`src/design/cnn_geom_pkg.sv`:
```
package cnn_geom_pkg;

    // one stored value is a float16 word
    localparam int DATA_WIDTH = 16;

    // kernel slice geometry, one slice is written per commit
    localparam int KERNEL_SIZE_MAX = 3;
    localparam int SLICE_LEN       = KERNEL_SIZE_MAX * KERNEL_SIZE_MAX;

    localparam int PARA_Y = 4; // lanes per beat to the compute array

    // weight store
    localparam int WEIGHT_DEPTH      = 256;  // in values
    localparam int WEIGHT_ADDR_WIDTH = 8;
    localparam int BEAT_COUNT_WIDTH  = 8;
    localparam int FM_SIZE_WIDTH     = 4;

    typedef enum logic {
        MODE_CONV = 1'b0,  // lanes strided by one slice
        MODE_FC   = 1'b1   // lanes strided by fm_size squared
    } read_mode_e;

    // one read sequence as launched by the host
    typedef struct packed {
        read_mode_e                   mode;
        logic [WEIGHT_ADDR_WIDTH-1:0] base;
        logic [BEAT_COUNT_WIDTH-1:0]  count;
        logic [FM_SIZE_WIDTH-1:0]     fm_size;
    } read_cmd_t;

    // lane i sits at bits [i*DATA_WIDTH +: DATA_WIDTH], same layout as fp16_pkg::lanes_t
    typedef struct packed {
        logic [PARA_Y-1:0][DATA_WIDTH-1:0] lanes;
        logic                              last;  // final beat of the command
    } weight_beat_t;

endpackage

```
`src/design/fp16_pkg.sv`:
```
package fp16_pkg;

    // raw half precision word, sign in bit 15, 5 bit exponent, 10 bit mantissa
    typedef logic [cnn_geom_pkg::DATA_WIDTH-1:0] fp16_t;

    // a full kernel slice, value 0 in the low bits
    typedef fp16_t [cnn_geom_pkg::SLICE_LEN-1:0] slice_t;

    // one beat worth of values, lane 0 in the low bits
    typedef fp16_t [cnn_geom_pkg::PARA_Y-1:0] lanes_t;

endpackage

```
`src/design/wb_weight_regs.sv`:
```
`timescale 1ns/1ps

module wb_weight_regs #(
    parameter int WEIGHT_ADDR_WIDTH = cnn_geom_pkg::WEIGHT_ADDR_WIDTH
) (
    input  logic                           clk,
    input  logic                           rst_n,
    input  logic                           cyc,
    input  logic                           stb,
    input  logic                           we,
    input  logic [3:0]                     adr,
    input  logic [31:0]                    dat_w,
    input  logic                           busy,
    output logic [31:0]                    dat_r,
    output logic                           ack,
    output logic                           wr_en,
    output logic [WEIGHT_ADDR_WIDTH-1:0]   wr_addr,
    output fp16_pkg::slice_t               wr_slice,
    output logic                           cmd_valid,
    output cnn_geom_pkg::read_cmd_t        cmd
);
    import cnn_geom_pkg::*;
    import fp16_pkg::*;

    // word addresses, words 0 to 4 hold the staged slice
    localparam logic [3:0] ADR_COMMIT = 4'd5;
    localparam logic [3:0] ADR_CMD_A  = 4'd6;
    localparam logic [3:0] ADR_CMD_B  = 4'd7;
    localparam logic [3:0] ADR_STATUS = 4'd8;

    slice_t      stage;        // slice being assembled by the host
    logic        cmd_dropped;  // sticky, launch hit a busy sequencer
    logic        acc;
    logic        wr_acc;
    logic        rd_acc;
    logic        launch;
    logic [31:0] rd_word;

    // classic cycle, accept once and ack on the next edge
    assign acc    = cyc & stb & ~ack;
    assign wr_acc = acc & we;
    assign rd_acc = acc & ~we;
    assign launch = wr_acc & (adr == ADR_CMD_B);

    assign wr_slice = stage;  // committed as a whole at wr_addr

    // read mux, two values per staging word with the low half first
    always_comb begin
        rd_word = '0;
        for (int v = 0; v < SLICE_LEN; v++) begin
            if (adr == 4'(v / 2)) begin
                rd_word[16*(v%2) +: 16] = stage[v];
            end
        end
        if (adr == ADR_STATUS) begin
            rd_word = {30'd0, cmd_dropped, busy};
        end
    end

    always_ff @(posedge clk or negedge rst_n) begin
        if (!rst_n) begin
            ack         <= 1'b0;
            dat_r       <= '0;
            wr_en       <= 1'b0;
            cmd_valid   <= 1'b0;
            cmd_dropped <= 1'b0;
        end else begin
            ack       <= acc;
            wr_en     <= wr_acc & (adr == ADR_COMMIT);  // one cycle, lines up with ack
            cmd_valid <= launch & ~busy;
            if (rd_acc) begin
                dat_r <= rd_word;
            end
            if (launch && busy) begin
                cmd_dropped <= 1'b1;
            end else if (rd_acc && adr == ADR_STATUS) begin
                cmd_dropped <= 1'b0; // cleared by reading STATUS
            end
        end
    end

    // staging values, commit address and command fields
    always_ff @(posedge clk) begin
        for (int v = 0; v < SLICE_LEN; v++) begin
            if (wr_acc && adr == 4'(v / 2)) begin
                stage[v] <= (v % 2 == 0) ? dat_w[15:0] : dat_w[31:16];
            end
        end
        if (wr_acc && adr == ADR_COMMIT) begin
            wr_addr <= dat_w[WEIGHT_ADDR_WIDTH-1:0];
        end
        if (wr_acc && adr == ADR_CMD_A) begin
            cmd.base  <= dat_w[7:0];
            cmd.count <= dat_w[15:8];
        end
        if (launch && !busy) begin
            cmd.mode    <= read_mode_e'(dat_w[8]);
            cmd.fm_size <= dat_w[FM_SIZE_WIDTH-1:0];
        end
    end

    // a master that keeps stb high still sees a gap between transfers
    a_ack_single: assert property (@(posedge clk) disable iff (!rst_n)
        ack |=> !ack)
        else $error("ack held high for two cycles");

endmodule

```
`config.mk`:
```
export PLATFORM = sky130hd
export DESIGN_NAME = wb_weight_regs
export DESIGN_NICKNAME = d
export VERILOG_FILES = /design/src/design/cnn_geom_pkg.sv /design/src/design/fp16_pkg.sv /design/src/design/wb_weight_regs.sv
export SDC_FILE = /design/constraint.sdc
export NUM_CORES = 1
export LEC_CHECK = 0
export BUFFER_PORTS_ARGS = -buffer_cell sky130_fd_sc_hd__buf_2
export CORE_UTILIZATION = 44
export DETAILED_ROUTE_END_ITERATION = 7
export GPL_TIMING_DRIVEN = 0
export MAX_ROUTING_LAYER = met4
export PLACE_DENSITY_LB_ADDON = 0.2
export SETUP_SLACK_MARGIN = 0.05
export SYNTH_ARGS = -nofsm -noshare
export SYNTH_HDL_FRONTEND = slang
export SYNTH_SLANG_ARGS = --single-unit
export TNS_END_PERCENT = 10
```
`constraint.sdc`:
```
create_clock -name clk -period 3.2 [get_ports clk]
set_input_delay 0.64 -clock clk [delete_from_list [all_inputs] [get_ports clk]]
set_output_delay 0.64 -clock clk [all_outputs]
set_load 0.005 [all_outputs]
```
==> results.ini <==
[clocking]
cts_tree = done
post_cts_buffers = 0
cts_made_buffers = 22
clock_path_buffers = 3
clkSinkCount = 209
postCtsHoldBufs = 0
cts-htree-levels = 1
clk_latency_ns = 0.50
path_clk_slew_ns = 0.06
clock-root-buffer = clkbuf_16
post_cts_resized = 0

[detailed_routing]
drt_pass1_iterations = 4
via_per_inst = 5.32
ant_nets = 0
drc = 0
drt_iter0_markers = 297
routed_wirelength_mm = 20.3
vias = 4871
wire_per_inst_um = 22.1

[final_layout]
utilization = 0.592
nNetsFinal = 714
final_layout_size_suffix_gt1_frac = 0.485
post_layout_nonfiller_instances = 915
syn_to_final_growth_pct = 32.0

[placement]
placed_cells = 873
globalplace.congestion = 0.799
dp_slack_ns = 0.113
io_buffer_count = 249
dp_hpwl_mm = 13.8

[global_routing]
first_global_vias = 4973
grtUsageTotal = 0.233
antenna_found_initial = 2
gr-total-overflow = 0
grt_pass1_wl_mm = 30.0
grt_max_degree = 37

[run_status]
outcome = finished clean

[power]
power_leakage_nw = 4.04
switching_share = 0.206
power_frac_comb = 0.054
p_sw_mw = 1.22
vdd_drop_max_mv = 0.494
powerDensity_nw_per_um2 = 583
power_mw = 5.93
seqPwrFrac = 0.511
clkPwrFrac = 0.434
p_int_mw = 4.71

[synth]
synth_nets = 434
synth_edf_count = 173
ys_seq_area_frac = 0.791
synth_area_leaders = edfxtp_1, dfrtp_1, mux4_2
syn_area_um2 = 7710
synthTopCellsByCount = edfxtp_1, dfrtp_1, nand2b_1, mux2i_1, a22o_1
synth_warnings = 0
ys_ff_latch = 209
yosysMostFrequentCell = edfxtp_1
synth_cells = 392
async_flop_share = 0.172
yosysTopAreaCellShare = 0.674
synth_flop_cell = edfxtp_1
avgSynthCellArea_um2 = 19.7
synth_top_area_cell = edfxtp_1
yosysUniqueCellTypes = 28

[worst_setup_path]
crit_path_frequent_cell = buf_2
cp_top_family = simple AND/OR/NAND/NOR gates
max_stage_delay_ns = 0.85
crit_chain = buf_2 > buf_2 > clkbuf_1 > nand2_1 > nor3_1
path_buf_inv = 3
required_ns = 3.31
end_kind = register
path_max_fanout = 10
arrival_ns = 2.70
critPathKind = in -> reg
cpMaxStageDelayCell = nor3_1
worst-r2r-setup-slack_ns = 0.71
critPathLaunchType = primary input

[hold_path]
hold_class = in -> async

[timing]
holdWs_ns = 0.278
finalSetupViolCount = 0
period_needed_ns = 2.59
period_share = 0.809
max_slew.worst_pin.slew_ns = 1.24
slew_headroom = 0.172
slew_violations = 0
worst_slack_ns = 0.610
max_freq_mhz = 386
clock_skew_ns = 0.0106
hold_viol = 0
rsz0062_at_grt = false

[run]
cap_viol_max_count = 0

[floorplanning]
die_w_um = 134
ioPinCount = 250
core_area_um2 = 17200
die_h_um = 134
die-area_um2 = 18000
initial_core_util = 0.449
rows = 48

==> cell usage in the layout, fill, tap and decap left out, types with 3 or more instances in the layout <==
cell / netlist / final
o22ai_1: 14 / 14
edfxtp_1: 173 / 173
clkbuf_16: 0 / 23
mux4_2: 16 / 16
buf_6: 3 / 3
nand2_1: 4 / 4
clkinv_2: 0 / 4
a32o_1: 14 / 14
mux2i_1: 18 / 18
dfrtp_1: 36 / 36
buf_4: 6 / 6
nor2_4: 1 / 4
buf_2: 9 / 258
buf_16: 0 / 3
a22o_1: 17 / 17
nor3_1: 5 / 3
nand3_1: 3 / 3
bufinv_16: 0 / 3
clkbuf_1: 6 / 12
o2bb2ai_1: 14 / 14
nand2b_1: 32 / 32
nor2_1: 9 / 5
==> through the flow <==
stage	cell area [um^2]	setup TNS (ns)
global placement	9240	-221.42
global route	10200	0
CTS	10200	0
floorplan	7710	0
detailed placement	9430	0
finish	10200	0
==> state kept, by name (all words and copies together) (netlist names) <==
| register | flops |
|---|---|
| ack | 1 |
| cmd | 21 |
| cmd_dropped | 1 |
| cmd_valid | 1 |
| dat_r | 32 |
| wr_addr | 8 |
| wr_en | 1 |
| wr_slice | 144 |
==> area by class of cell <==
cell class	count	area, um^2
diodes	2	5.00
plain buffers	24	146
clock buffers	29	598
clock inverters	11	138
fillers	1345	7010
multi-input cells	159	1510
flip-flops and latches	209	6100
well taps	225	282
repair buffers	256	1400
==> power by group through the flow <==
stage | Combinational, mW | Clock (mW) | Sequential (mW)
finish | 0.323 | 2.58 | 3.03
detailed placement | 0.327 | 0 | 3.09
global route | 0.353 | 2.71 | 3.04
global placement | 0.316 | 0 | 3.09
CTS | 0.328 | 2.61 | 3.03
floorplan | 0.149 | 0 | 3.09
==> layer usage <==
metal,track usage,up-vias,part of all wire
li1,-,2151,-
met1,0.307,2439,0.42
met2,0.370,247,0.47
met3,0.0465,34,0.085
met4,0.0637,0,0.019
met5,-,-,0
==> final timing paths <==
| path | end | from | cells after the start |
|---|---|---|---|
| setup / recovery | cmd[20] | adr[1] | 5 |
| hold / removal | dat_r[11] | rst_n | 1 |
| setup reg to reg | wr_slice[4] | ack | 6 |
| hold reg to reg | dat_r[10] | dat_r[10] | 1 |
| max in group asynchronous | dat_r[26] | rst_n | 1 |
| min in group clk | wr_slice[114] | dat_w[18] | 1 |
==> logic make-up after synthesis <==
kind of cell           synth area share
AND/OR/NAND/NOR                  0.0511
buffers and inverters            0.0190
multiplexers                     0.0701
flip-flops                        0.791
AO/OA/AOI/OAI                    0.0687
Note: power is estimated with default switching activity, not from simulation.
