==> src/design/cnn_geom_pkg.sv <==
package cnn_geom_pkg;

    // one stored value is a float16 word
    localparam int DATA_WIDTH = 16;

    // kernel slice geometry, one slice is written per commit
    localparam int KERNEL_SIZE_MAX = 3;
    localparam int SLICE_LEN       = KERNEL_SIZE_MAX * KERNEL_SIZE_MAX;

    localparam int PARA_Y = 4; // lanes per beat to the compute array

    // weight store
    localparam int WEIGHT_DEPTH      = 256;  // in values
    localparam int WEIGHT_ADDR_WIDTH = 8;
    localparam int BEAT_COUNT_WIDTH  = 8;
    localparam int FM_SIZE_WIDTH     = 4;

    typedef enum logic {
        MODE_CONV = 1'b0,  // lanes strided by one slice
        MODE_FC   = 1'b1   // lanes strided by fm_size squared
    } read_mode_e;

    // one read sequence as launched by the host
    typedef struct packed {
        read_mode_e                   mode;
        logic [WEIGHT_ADDR_WIDTH-1:0] base;
        logic [BEAT_COUNT_WIDTH-1:0]  count;
        logic [FM_SIZE_WIDTH-1:0]     fm_size;
    } read_cmd_t;

    // lane i sits at bits [i*DATA_WIDTH +: DATA_WIDTH], same layout as fp16_pkg::lanes_t
    typedef struct packed {
        logic [PARA_Y-1:0][DATA_WIDTH-1:0] lanes;
        logic                              last;  // final beat of the command
    } weight_beat_t;

endpackage

==> src/design/fp16_pkg.sv <==
package fp16_pkg;

    // raw half precision word, sign in bit 15, 5 bit exponent, 10 bit mantissa
    typedef logic [cnn_geom_pkg::DATA_WIDTH-1:0] fp16_t;

    // a full kernel slice, value 0 in the low bits
    typedef fp16_t [cnn_geom_pkg::SLICE_LEN-1:0] slice_t;

    // one beat worth of values, lane 0 in the low bits
    typedef fp16_t [cnn_geom_pkg::PARA_Y-1:0] lanes_t;

endpackage

==> src/design/weight_read_seq.sv <==
`timescale 1ns/1ps

module weight_read_seq #(
    parameter int WEIGHT_ADDR_WIDTH = cnn_geom_pkg::WEIGHT_ADDR_WIDTH
) (
    input  logic                                    clk,
    input  logic                                    rst_n,
    input  logic                                    cmd_valid,
    input  cnn_geom_pkg::read_cmd_t                 cmd,
    input  fp16_pkg::lanes_t                        rd_lanes,
    input  logic                                    beat_ready,
    output logic                                    busy,
    output logic                                    rd_en,
    output cnn_geom_pkg::read_mode_e                rd_mode,
    output logic [WEIGHT_ADDR_WIDTH-1:0]            rd_addr,
    output logic [cnn_geom_pkg::FM_SIZE_WIDTH-1:0]  fm_size,
    output logic                                    beat_valid,
    output cnn_geom_pkg::weight_beat_t              beat
);
    import cnn_geom_pkg::*;

    read_cmd_t                   cmd_q;      // command being walked
    logic [BEAT_COUNT_WIDTH-1:0] issue_cnt;  // reads sent to the ram
    logic [BEAT_COUNT_WIDTH-1:0] load_cnt;   // beats moved into the output register
    logic                        inflight;   // ram output holds a beat not yet loaded
    logic                        out_free;
    logic                        load;
    logic                        cmd_accept;
    logic                        last_xfer;

    // zero length commands are not taken
    assign cmd_accept = cmd_valid & ~busy & (cmd.count != '0);

    assign out_free  = ~beat_valid | beat_ready;
    assign load      = inflight & out_free;
    assign last_xfer = beat_valid & beat_ready & beat.last;

    // the ram output acts as a skid slot, so a new read only waits when both slots are full
    assign rd_en   = busy & (issue_cnt != cmd_q.count) & (~inflight | out_free);
    assign rd_addr = WEIGHT_ADDR_WIDTH'(cmd_q.base + issue_cnt);
    assign rd_mode = cmd_q.mode;
    assign fm_size = cmd_q.fm_size;

    always_ff @(posedge clk or negedge rst_n) begin
        if (!rst_n) begin
            busy       <= 1'b0;
            issue_cnt  <= '0;
            load_cnt   <= '0;
            inflight   <= 1'b0;
            beat_valid <= 1'b0;
        end else begin
            if (cmd_accept) begin
                busy      <= 1'b1;
                issue_cnt <= '0;
                load_cnt  <= '0;
            end else begin
                if (last_xfer) begin
                    busy <= 1'b0;  // held until the final beat is taken
                end
                if (rd_en) begin
                    issue_cnt <= issue_cnt + 1'b1;
                end
                if (load) begin
                    load_cnt <= load_cnt + 1'b1;
                end
            end
            inflight <= rd_en | (inflight & ~out_free);
            if (load) begin
                beat_valid <= 1'b1;
            end else if (beat_ready) begin
                beat_valid <= 1'b0;
            end
        end
    end

    always_ff @(posedge clk) begin
        if (cmd_accept) begin
            cmd_q <= cmd;
        end
        if (load) begin
            beat.lanes <= rd_lanes;
            beat.last  <= (load_cnt == cmd_q.count - 1'b1);
        end
    end

    a_beat_stable: assert property (@(posedge clk) disable iff (!rst_n)
        beat_valid && !beat_ready |=> beat_valid && $stable(beat))
        else $error("beat changed while stalled");

    // the register block must filter launches against busy
    a_no_cmd_while_busy: assert property (@(posedge clk) disable iff (!rst_n)
        cmd_valid |-> !busy)
        else $error("command presented while a read sequence is running");

endmodule

==> config.mk <==
export PLATFORM = sky130hd
export DESIGN_NAME = weight_read_seq
export DESIGN_NICKNAME = d
export VERILOG_FILES = /design/src/design/cnn_geom_pkg.sv /design/src/design/fp16_pkg.sv /design/src/design/weight_read_seq.sv
export SDC_FILE = /design/constraint.sdc
export NUM_CORES = 1
export LEC_CHECK = 0
export ABC_AREA = 1
export BUFFER_PORTS_ARGS = -buffer_cell sky130_fd_sc_hd__buf_2
export CAP_MARGIN = 40
export CORE_MARGIN = 2
export CORE_UTILIZATION = 50
export CTS_BUF_LIST = sky130_fd_sc_hd__clkbuf_2 sky130_fd_sc_hd__clkbuf_4 sky130_fd_sc_hd__clkbuf_8
export CTS_CLUSTER_DIAMETER = 80
export DETAILED_ROUTE_END_ITERATION = 10
export PLACE_DENSITY_LB_ADDON = 0.12
export SYNTH_ARGS = -nofsm -noshare
export SYNTH_HDL_FRONTEND = slang
export SYNTH_SLANG_ARGS = --single-unit
==> constraint.sdc <==
create_clock -name clk -period 2.95 [get_ports clk]
set_input_delay 0.1475 -clock clk [delete_from_list [all_inputs] [get_ports clk]]
set_output_delay 0.1475 -clock clk [all_outputs]
set_load 0.05 [all_outputs]
==> flow_summary.toml, run 1 <==
[route]
antenna_left = 0
drtIter0Drc = 155
drt_wl_total_mm = 11.0
first_pass_iters = 4
wl_per_cell_um = 15.2
drc = 0
vias_per_cell = 4.74
vias = 3425

[sta]
fin_crit_ns = 2.51
finalSetupViolCount = 0
fmax_ghz = 0.398
final.setup.tns_ns = 0
maxSlewHeadroom = 0.645
hold_violations = 0
fin_skew_ns = 0.0140
fin_crit_sh = 0.851
setup_ws_ns = 0.438
tightestPinTransition_ns = 0.532
grt_setup_unrepaired = "false"
slew_viol_final = 0

[logic_synthesis]
synth_fp_nets = 449
syn_area_per_cell_um2 = 12.5
synth_seq_cells = 105
synth_xor_xnor_area_share = 0.0422
synth_top_area_share = 0.592
synthCells = 349
synth_edf_count = 86
synth_top_family_by_area = "simple AND/OR/NAND/NOR gates"
synth-compound-area-share = 0.0232
synth_ff_type = "edfxtp_1"
synthMuxAreaShare = 0
ys_async_sr_fraction = 0.181
synth_area_um2 = 4360
synth_area_leader_cell = "edfxtp_1"
synth_commonest_cells = "86 x edfxtp_1, 85 x nand2_1, 31 x nor2_1"
synth_most_common_cell = "edfxtp_1"
yosys.area_share.simple = 0.159
synthTopCellsByArea = "edfxtp_1 59%, dfrtp_1 11%, nand2_1 7.3%"
synth.distinct_cells = 31
ys_seq_area_frac = 0.701
yosys.area_share.adder = 0.0333
yosysWarnings = 0

[placed_design]
routabilityCongestion = 0.786
place_area_um2 = 5310
preCtsSetupSlack_ns = 0.852
dp_hpwl_mm = 6.90
numPortBuffers = 169

[critical_path]
worstPathRequired_ns = 2.80
r2r-end = "beat[0]$_DFFE_PP_"
reg2reg_depth = 9
critPathCaptureType = "primary output"
arrival_ns = 2.36
r2r_slack_ns = 1.28
reg2reg_from = "cmd_q[4]$_DFFE_PP_"
crit_type = "register to primary output"
crit_fanout = 7
crit_path_start_kind = "register"

[layout]
regArea_um2 = 3060
fin_nets = 710
fillers = 614
n_antenna_cell = 0
design_area_um2 = 6380
area_growth_pct = 46.3
drive_gt1_frac = 0.333
multi_input_area_um2 = 1120

[min_path]
hold_class = "input pin to register"
min_from = "beat_ready"
holdPathStages = 4
min_delay_worst_endpoint = "beat_valid$_DFFE_PN0P_"

[die]
die-area_um2 = 9480
die_w_um = 97.4
io_pins = 170
start_util = 0.507
rows = 34
die_h_um = 97.4
core_region_area_um2 = 8590

[global_routing]
grt_max_degree = 45
grt_pass1_wl_mm = 17.5
grt_overflow_total = 0
grt_pass1_vias = 3537
antenna_found_initial = 0
grt_usage = 0.236

[clock_tree]
clockBufferDepth = 2
path_clk_slew_ns = 0.10
clock_latency_ns = 0.37
cts_resized = 0
clock-sinks = 105
htreeDepth = 3
root_buffer = "clkbuf_8"
numCtsBuffers = 9
cts_tree = "yes"

[power]
peakVddDrop_v = 0.000378
p_leak_nw = 2.89
power.density_nw_per_um2 = 893
design_power_total_mw = 5.69

[flow_run]
cap_violations = 0

[status]
status = "finished clean"
==> cell families (layout without fill, tap and decap cells) <==
group                      count (synthesis)  after routing
AOI/OAI and AO/OA                         17             17
xor gates and xnor gates                  21             21
adders and majority gates                 11             11
buffers and inverters                     40            306
DFF                                      105            105
and+or+nand+nor                          155            155
==> final cells by class <==
| type | instances | share of cell area |
|---|---|---|
| Sequential cell | 105 | 0.479 |
| Inverter | 31 | 0.0186 |
| Clock inverter | 6 | 0.0120 |
| Timing Repair Buffer | 259 | 0.272 |
| Multi-Input combinational cell | 204 | 0.176 |
| Tap cell | 108 | 0.0212 |
| Clock buffer | 10 | 0.0206 |
==> power by group <==
part / leakage (nW) / switching (mW) / internal, mW
sequential: 1.07 / 0.211 / 2.05
combinational: 1.72 / 1.88 / 0.608
clock: 0.100 / 0.524 / 0.416
==> placed cells by master, fill, tap and decap left out, drive strengths merged <==
cell	instances
dlygate4sd3	86
edfxtp	86
xor2	11
a211oi	1
nor2	31
clkinv	1
a21oi	11
nand4	3
ha	10
clkinvlp	2
a21o	1
nand2	87
or2	3
buf	173
nand3b	1
nor3	6
clkbuf	10
dfrtp	19
bufinv	1
inv	33
o21ai	4
xnor2	10
nand3	24
fa	1
==> per-layer routing <==
layer  global-route usage  wire length, um  up-vias
met3               0.0446              620       14
met2                0.427             5700      126
met5                    0                0        -
li1                     -                -     1690
met1                0.283             4510     1595
met4               0.0833              184        0
==> worst max-delay path: stages (launching register included) <==
cell     delay (ns)
dfrtp_1        0.47
ha_1           0.25
fa_1           0.41
nand3_1        0.10
nand2_1        0.07
inv_1          0.06
nor2_1         0.04
o21ai_0        0.19
nand3_1        0.09
nand2_1        0.07
buf_2          0.25
==> how the worst max path moves through the flow <==
stage | startpoint | to | slack [ns] | depth (start not counted)
final | issue_cnt[0]$_DFFE_PN0P_ | rd_addr[6] | 0.44 | 10
after global routing | issue_cnt[0]$_DFFE_PN0P_ | rd_addr[6] | 0.25 | 10
after CTS | issue_cnt[0]$_DFFE_PN0P_ | rd_addr[6] | 0.42 | 10
after detailed placement | issue_cnt[0]$_DFFE_PN0P_ | rd_addr[6] | 0.85 | 10
after global placement | issue_cnt[0]$_DFFE_PN0P_ | rd_addr[6] | 0.88 | 10
after floorplan | beat_valid$_DFFE_PN0P_ | load_cnt[7]$_DFFE_PN0P_ | 0.22 | 6
==> stage by stage <==
stage                     hold WS, ns  instances   util
after global placement          0.132        621  0.618
after CTS                      0.0406        723  0.742
after detailed placement        0.138        621  0.618
after global routing           0.0886        723  0.742
final                          0.0676        723  0.742
after floorplan                -0.148        349      -
==> sequential cells by signal, summed over array words and instances (netlist names) <==
register and count:
issue_cnt 8, beat_valid 1, inflight 1, cmd_q 16, load_cnt 8, beat 65, busy 1, rd_mode 1
fm_size 4
==> timing repair <==
action | in CTS | in global routing
hold endpoints to repair | 104 | 0
setup buffers | 0 | 0
hold buffers | 86 | 0
No activity file was read; power rests on OpenSTA's default activity.
==> inputs of run 2 (changes only) <==
ABC_AREA = unset   (was 1)
==> flow_summary.toml, run 2 <==
[critical_path]
crit_buf_inv = 1
crit_fanout = 7
worst_path_largest_cell_delay_ns = 0.62
crit_type = "register to primary output"
arrival_ns = 2.53
r2r_slack_ns = 0.76
crit_family = "simple AND/OR/NAND/NOR gates"
worstPathRequired_ns = 2.80
critPathSlowestCell = "or4b_2"
critPathCaptureType = "primary output"
crit_path_start_kind = "register"
crit_path_cell_trace = "ha_1 > fa_1 > a21o_1 > a21oi_1 > or4b_2 > o2111ai_1 > buf_2"

[logic_synthesis]
yosys.area_share.adder = 0.0369
synth_most_common_cell = "edfxtp_1"
yosysWarnings = 0
synth_seq_cells = 105
synth_area_um2 = 4200
synth_top_family_by_area = "simple AND/OR/NAND/NOR gates"
syn_area_per_cell_um2 = 15.9
synth_ff_type = "edfxtp_1"
ys_seq_area_frac = 0.728
synth_area_leader_cell = "edfxtp_1"
synth_edf_count = 86
ys_async_sr_fraction = 0.181
synth_fp_nets = 365
synth.distinct_cells = 41
synthCells = 265
yosys.area_share.simple = 0.0837
synth_commonest_cells = "86 x edfxtp_1, 19 x dfrtp_1, 19 x xnor2_1"
synth-compound-area-share = 0.0438
synthMuxAreaShare = 0.0191
synth_xor_xnor_area_share = 0.0646
synthTopCellsByArea = "edfxtp_1 61%, dfrtp_1 11%, xnor2_1 4.0%"
synth_top_area_share = 0.615

[layout]
fin_cells = 635
final_common_cell = "buf_2"
n_antenna_cell = 0
largest_reg_flops = 65
regArea_um2 = 3060
largest-register = "beat"
fillers = 501
area_growth_pct = 47.7
final_cell_mix = "169 x buf_2, 86 x edfxtp_1, 85 x dlygate4sd3_1"
drive_gt1_frac = 0.368
multi_input_area_um2 = 1040
design_area_um2 = 6200
top_regs = "beat x65, cmd_q x16"
fin_nets = 626
fin_util = 0.759

[sta]
final.setup.tns_ns = 0
fin_skew_ns = 0.0224
finalSetupViolCount = 0
hold_violations = 0
grt_setup_unrepaired = "false"
slew_viol_final = 0
fin_crit_sh = 0.909
tightestPinTransition_ns = 0.535
maxSlewHeadroom = 0.640
fin_crit_ns = 2.68
fmax_ghz = 0.373

[global_routing]
grt_max_degree = 30
grt_pass1_vias = 3453
grt_usage = 0.267
antenna_found_initial = 0
grt_overflow_total = 0
grt_pass1_wl_mm = 17.9

[clock_tree]
htreeDepth = 3
cts_setup_buffers = 0
cts_tree = "yes"
clock_latency_ns = 0.37
clock-sinks = 105
numCtsBuffers = 9
path_clk_slew_ns = 0.10
root_buffer = "clkbuf_8"
clockBufferDepth = 2

[min_path]
hold_class = "input pin to register"

[placed_design]
numPortBuffers = 169
dp_hpwl_mm = 7.26
dpl.cell_count = 535
place_area_um2 = 5170
routabilityCongestion = 0.827

[die]
core_region_area_um2 = 8180
rows = 33
start_util = 0.514
die_w_um = 95.7
die-area_um2 = 9150
die_h_um = 95.7
io_pins = 170

[route]
drc = 0
antenna_left = 0
drt_wl_total_mm = 11.8
wl_per_cell_um = 18.6
vias_per_cell = 5.14
first_pass_iters = 5
drtIter0Drc = 130
vias = 3261

[power]
p_leak_nw = 2.69
power.density_nw_per_um2 = 892
design_power_total_mw = 5.54
peakVddDrop_v = 0.000513

[status]
status = "finished clean"

[flow_run]
cap_violations = 0
run 2: cell types whose count changed after synthesis, sizes merged, moves of 5 or more:
cell,before,now
nand2,87,13
nand2b,0,5
mux2i,0,8
nand3,24,5
inv,31,13
xnor2,10,19
nor2,31,7
o211ai,0,5
a21oi,11,6
run 2: report_power, final:
group | internal [mW] | switching, mW | leakage [nW]
Sequential | 2.05 | 0.229 | 1.07
Clock | 0.324 | 0.518 | 0.0941
Combinational | 0.606 | 1.81 | 1.53
run 2: layout make-up:
type,count,share of cell area
clock inverters,6,0.00928
clock buffers,9,0.0200
flip-flops and latches,105,0.493
multi-input cells,138,0.168
repair buffers,258,0.280
inverters,14,0.00847
well taps,105,0.0212
run 2: worst paths after layout:
path	startpoint	endpoint	depth (start not counted)
setup / recovery	issue_cnt[0]$_DFFE_PN0P_	rd_addr[6]	7
hold / removal	cmd[10]	cmd_q[10]$_DFFE_PP_	1
setup reg to reg	cmd_q[4]$_DFFE_PP_	beat[0]$_DFFE_PP_	6
hold reg to reg	issue_cnt[4]$_DFFE_PN0P_	issue_cnt[4]$_DFFE_PN0P_	1
max in group asynchronous	rst_n	issue_cnt[6]$_DFFE_PN0P_	2
min in group asynchronous	rst_n	issue_cnt[4]$_DFFE_PN0P_	2
run 2: cell families after synthesis:
| logic type | after synthesis |
|---|---|
| simple gates | 59 |
| mux | 8 |
| fa+ha+maj | 12 |
| compound gates | 28 |
| xor+xnor | 31 |
| buf+inv | 22 |
| flops | 105 |
run 2: worst reg2reg max path, stage by stage, from the launching register on:
cell and delay (ns):
edfxtp_1 0.49, inv_1 0.11, ha_1 0.20, or3b_2 0.51, maj3_1 0.36, a22oi_1 0.21
nor4_2 0.07
run 2: timing repair:
item | 4_1_cts | 5_1_grt
endpoints found under the setup margin | 0 | 0
resized for setup | 0 | 0
hold buffers | 85 | 0
endpoints found under the hold margin | 103 | 0
run 2: stage by stage:
| stage | setup WS [ns] | hold WS, ns |
|---|---|---|
| 2_1_floorplan | 0.181 | -0.148 |
| 3_3_place_gp | 0.689 | 0.129 |
| 3_5_place_dp | 0.653 | 0.129 |
| 4_1_cts | 0.240 | 0.00404 |
| 5_1_grt | 0.132 | 0.00859 |
| 6_report | 0.269 | 0.0263 |
run 2: per-layer routing:
metal | vias up | wire length (um) | part of all wire | global-route usage
met5 | - | 0 | 0 | 0
met4 | 0 | 257 | 0.022 | 0.0881
met3 | 22 | 849 | 0.072 | 0.0838
met2 | 141 | 6150 | 0.52 | 0.455
met1 | 1592 | 4540 | 0.39 | 0.324
li1 | 1506 | - | - | -
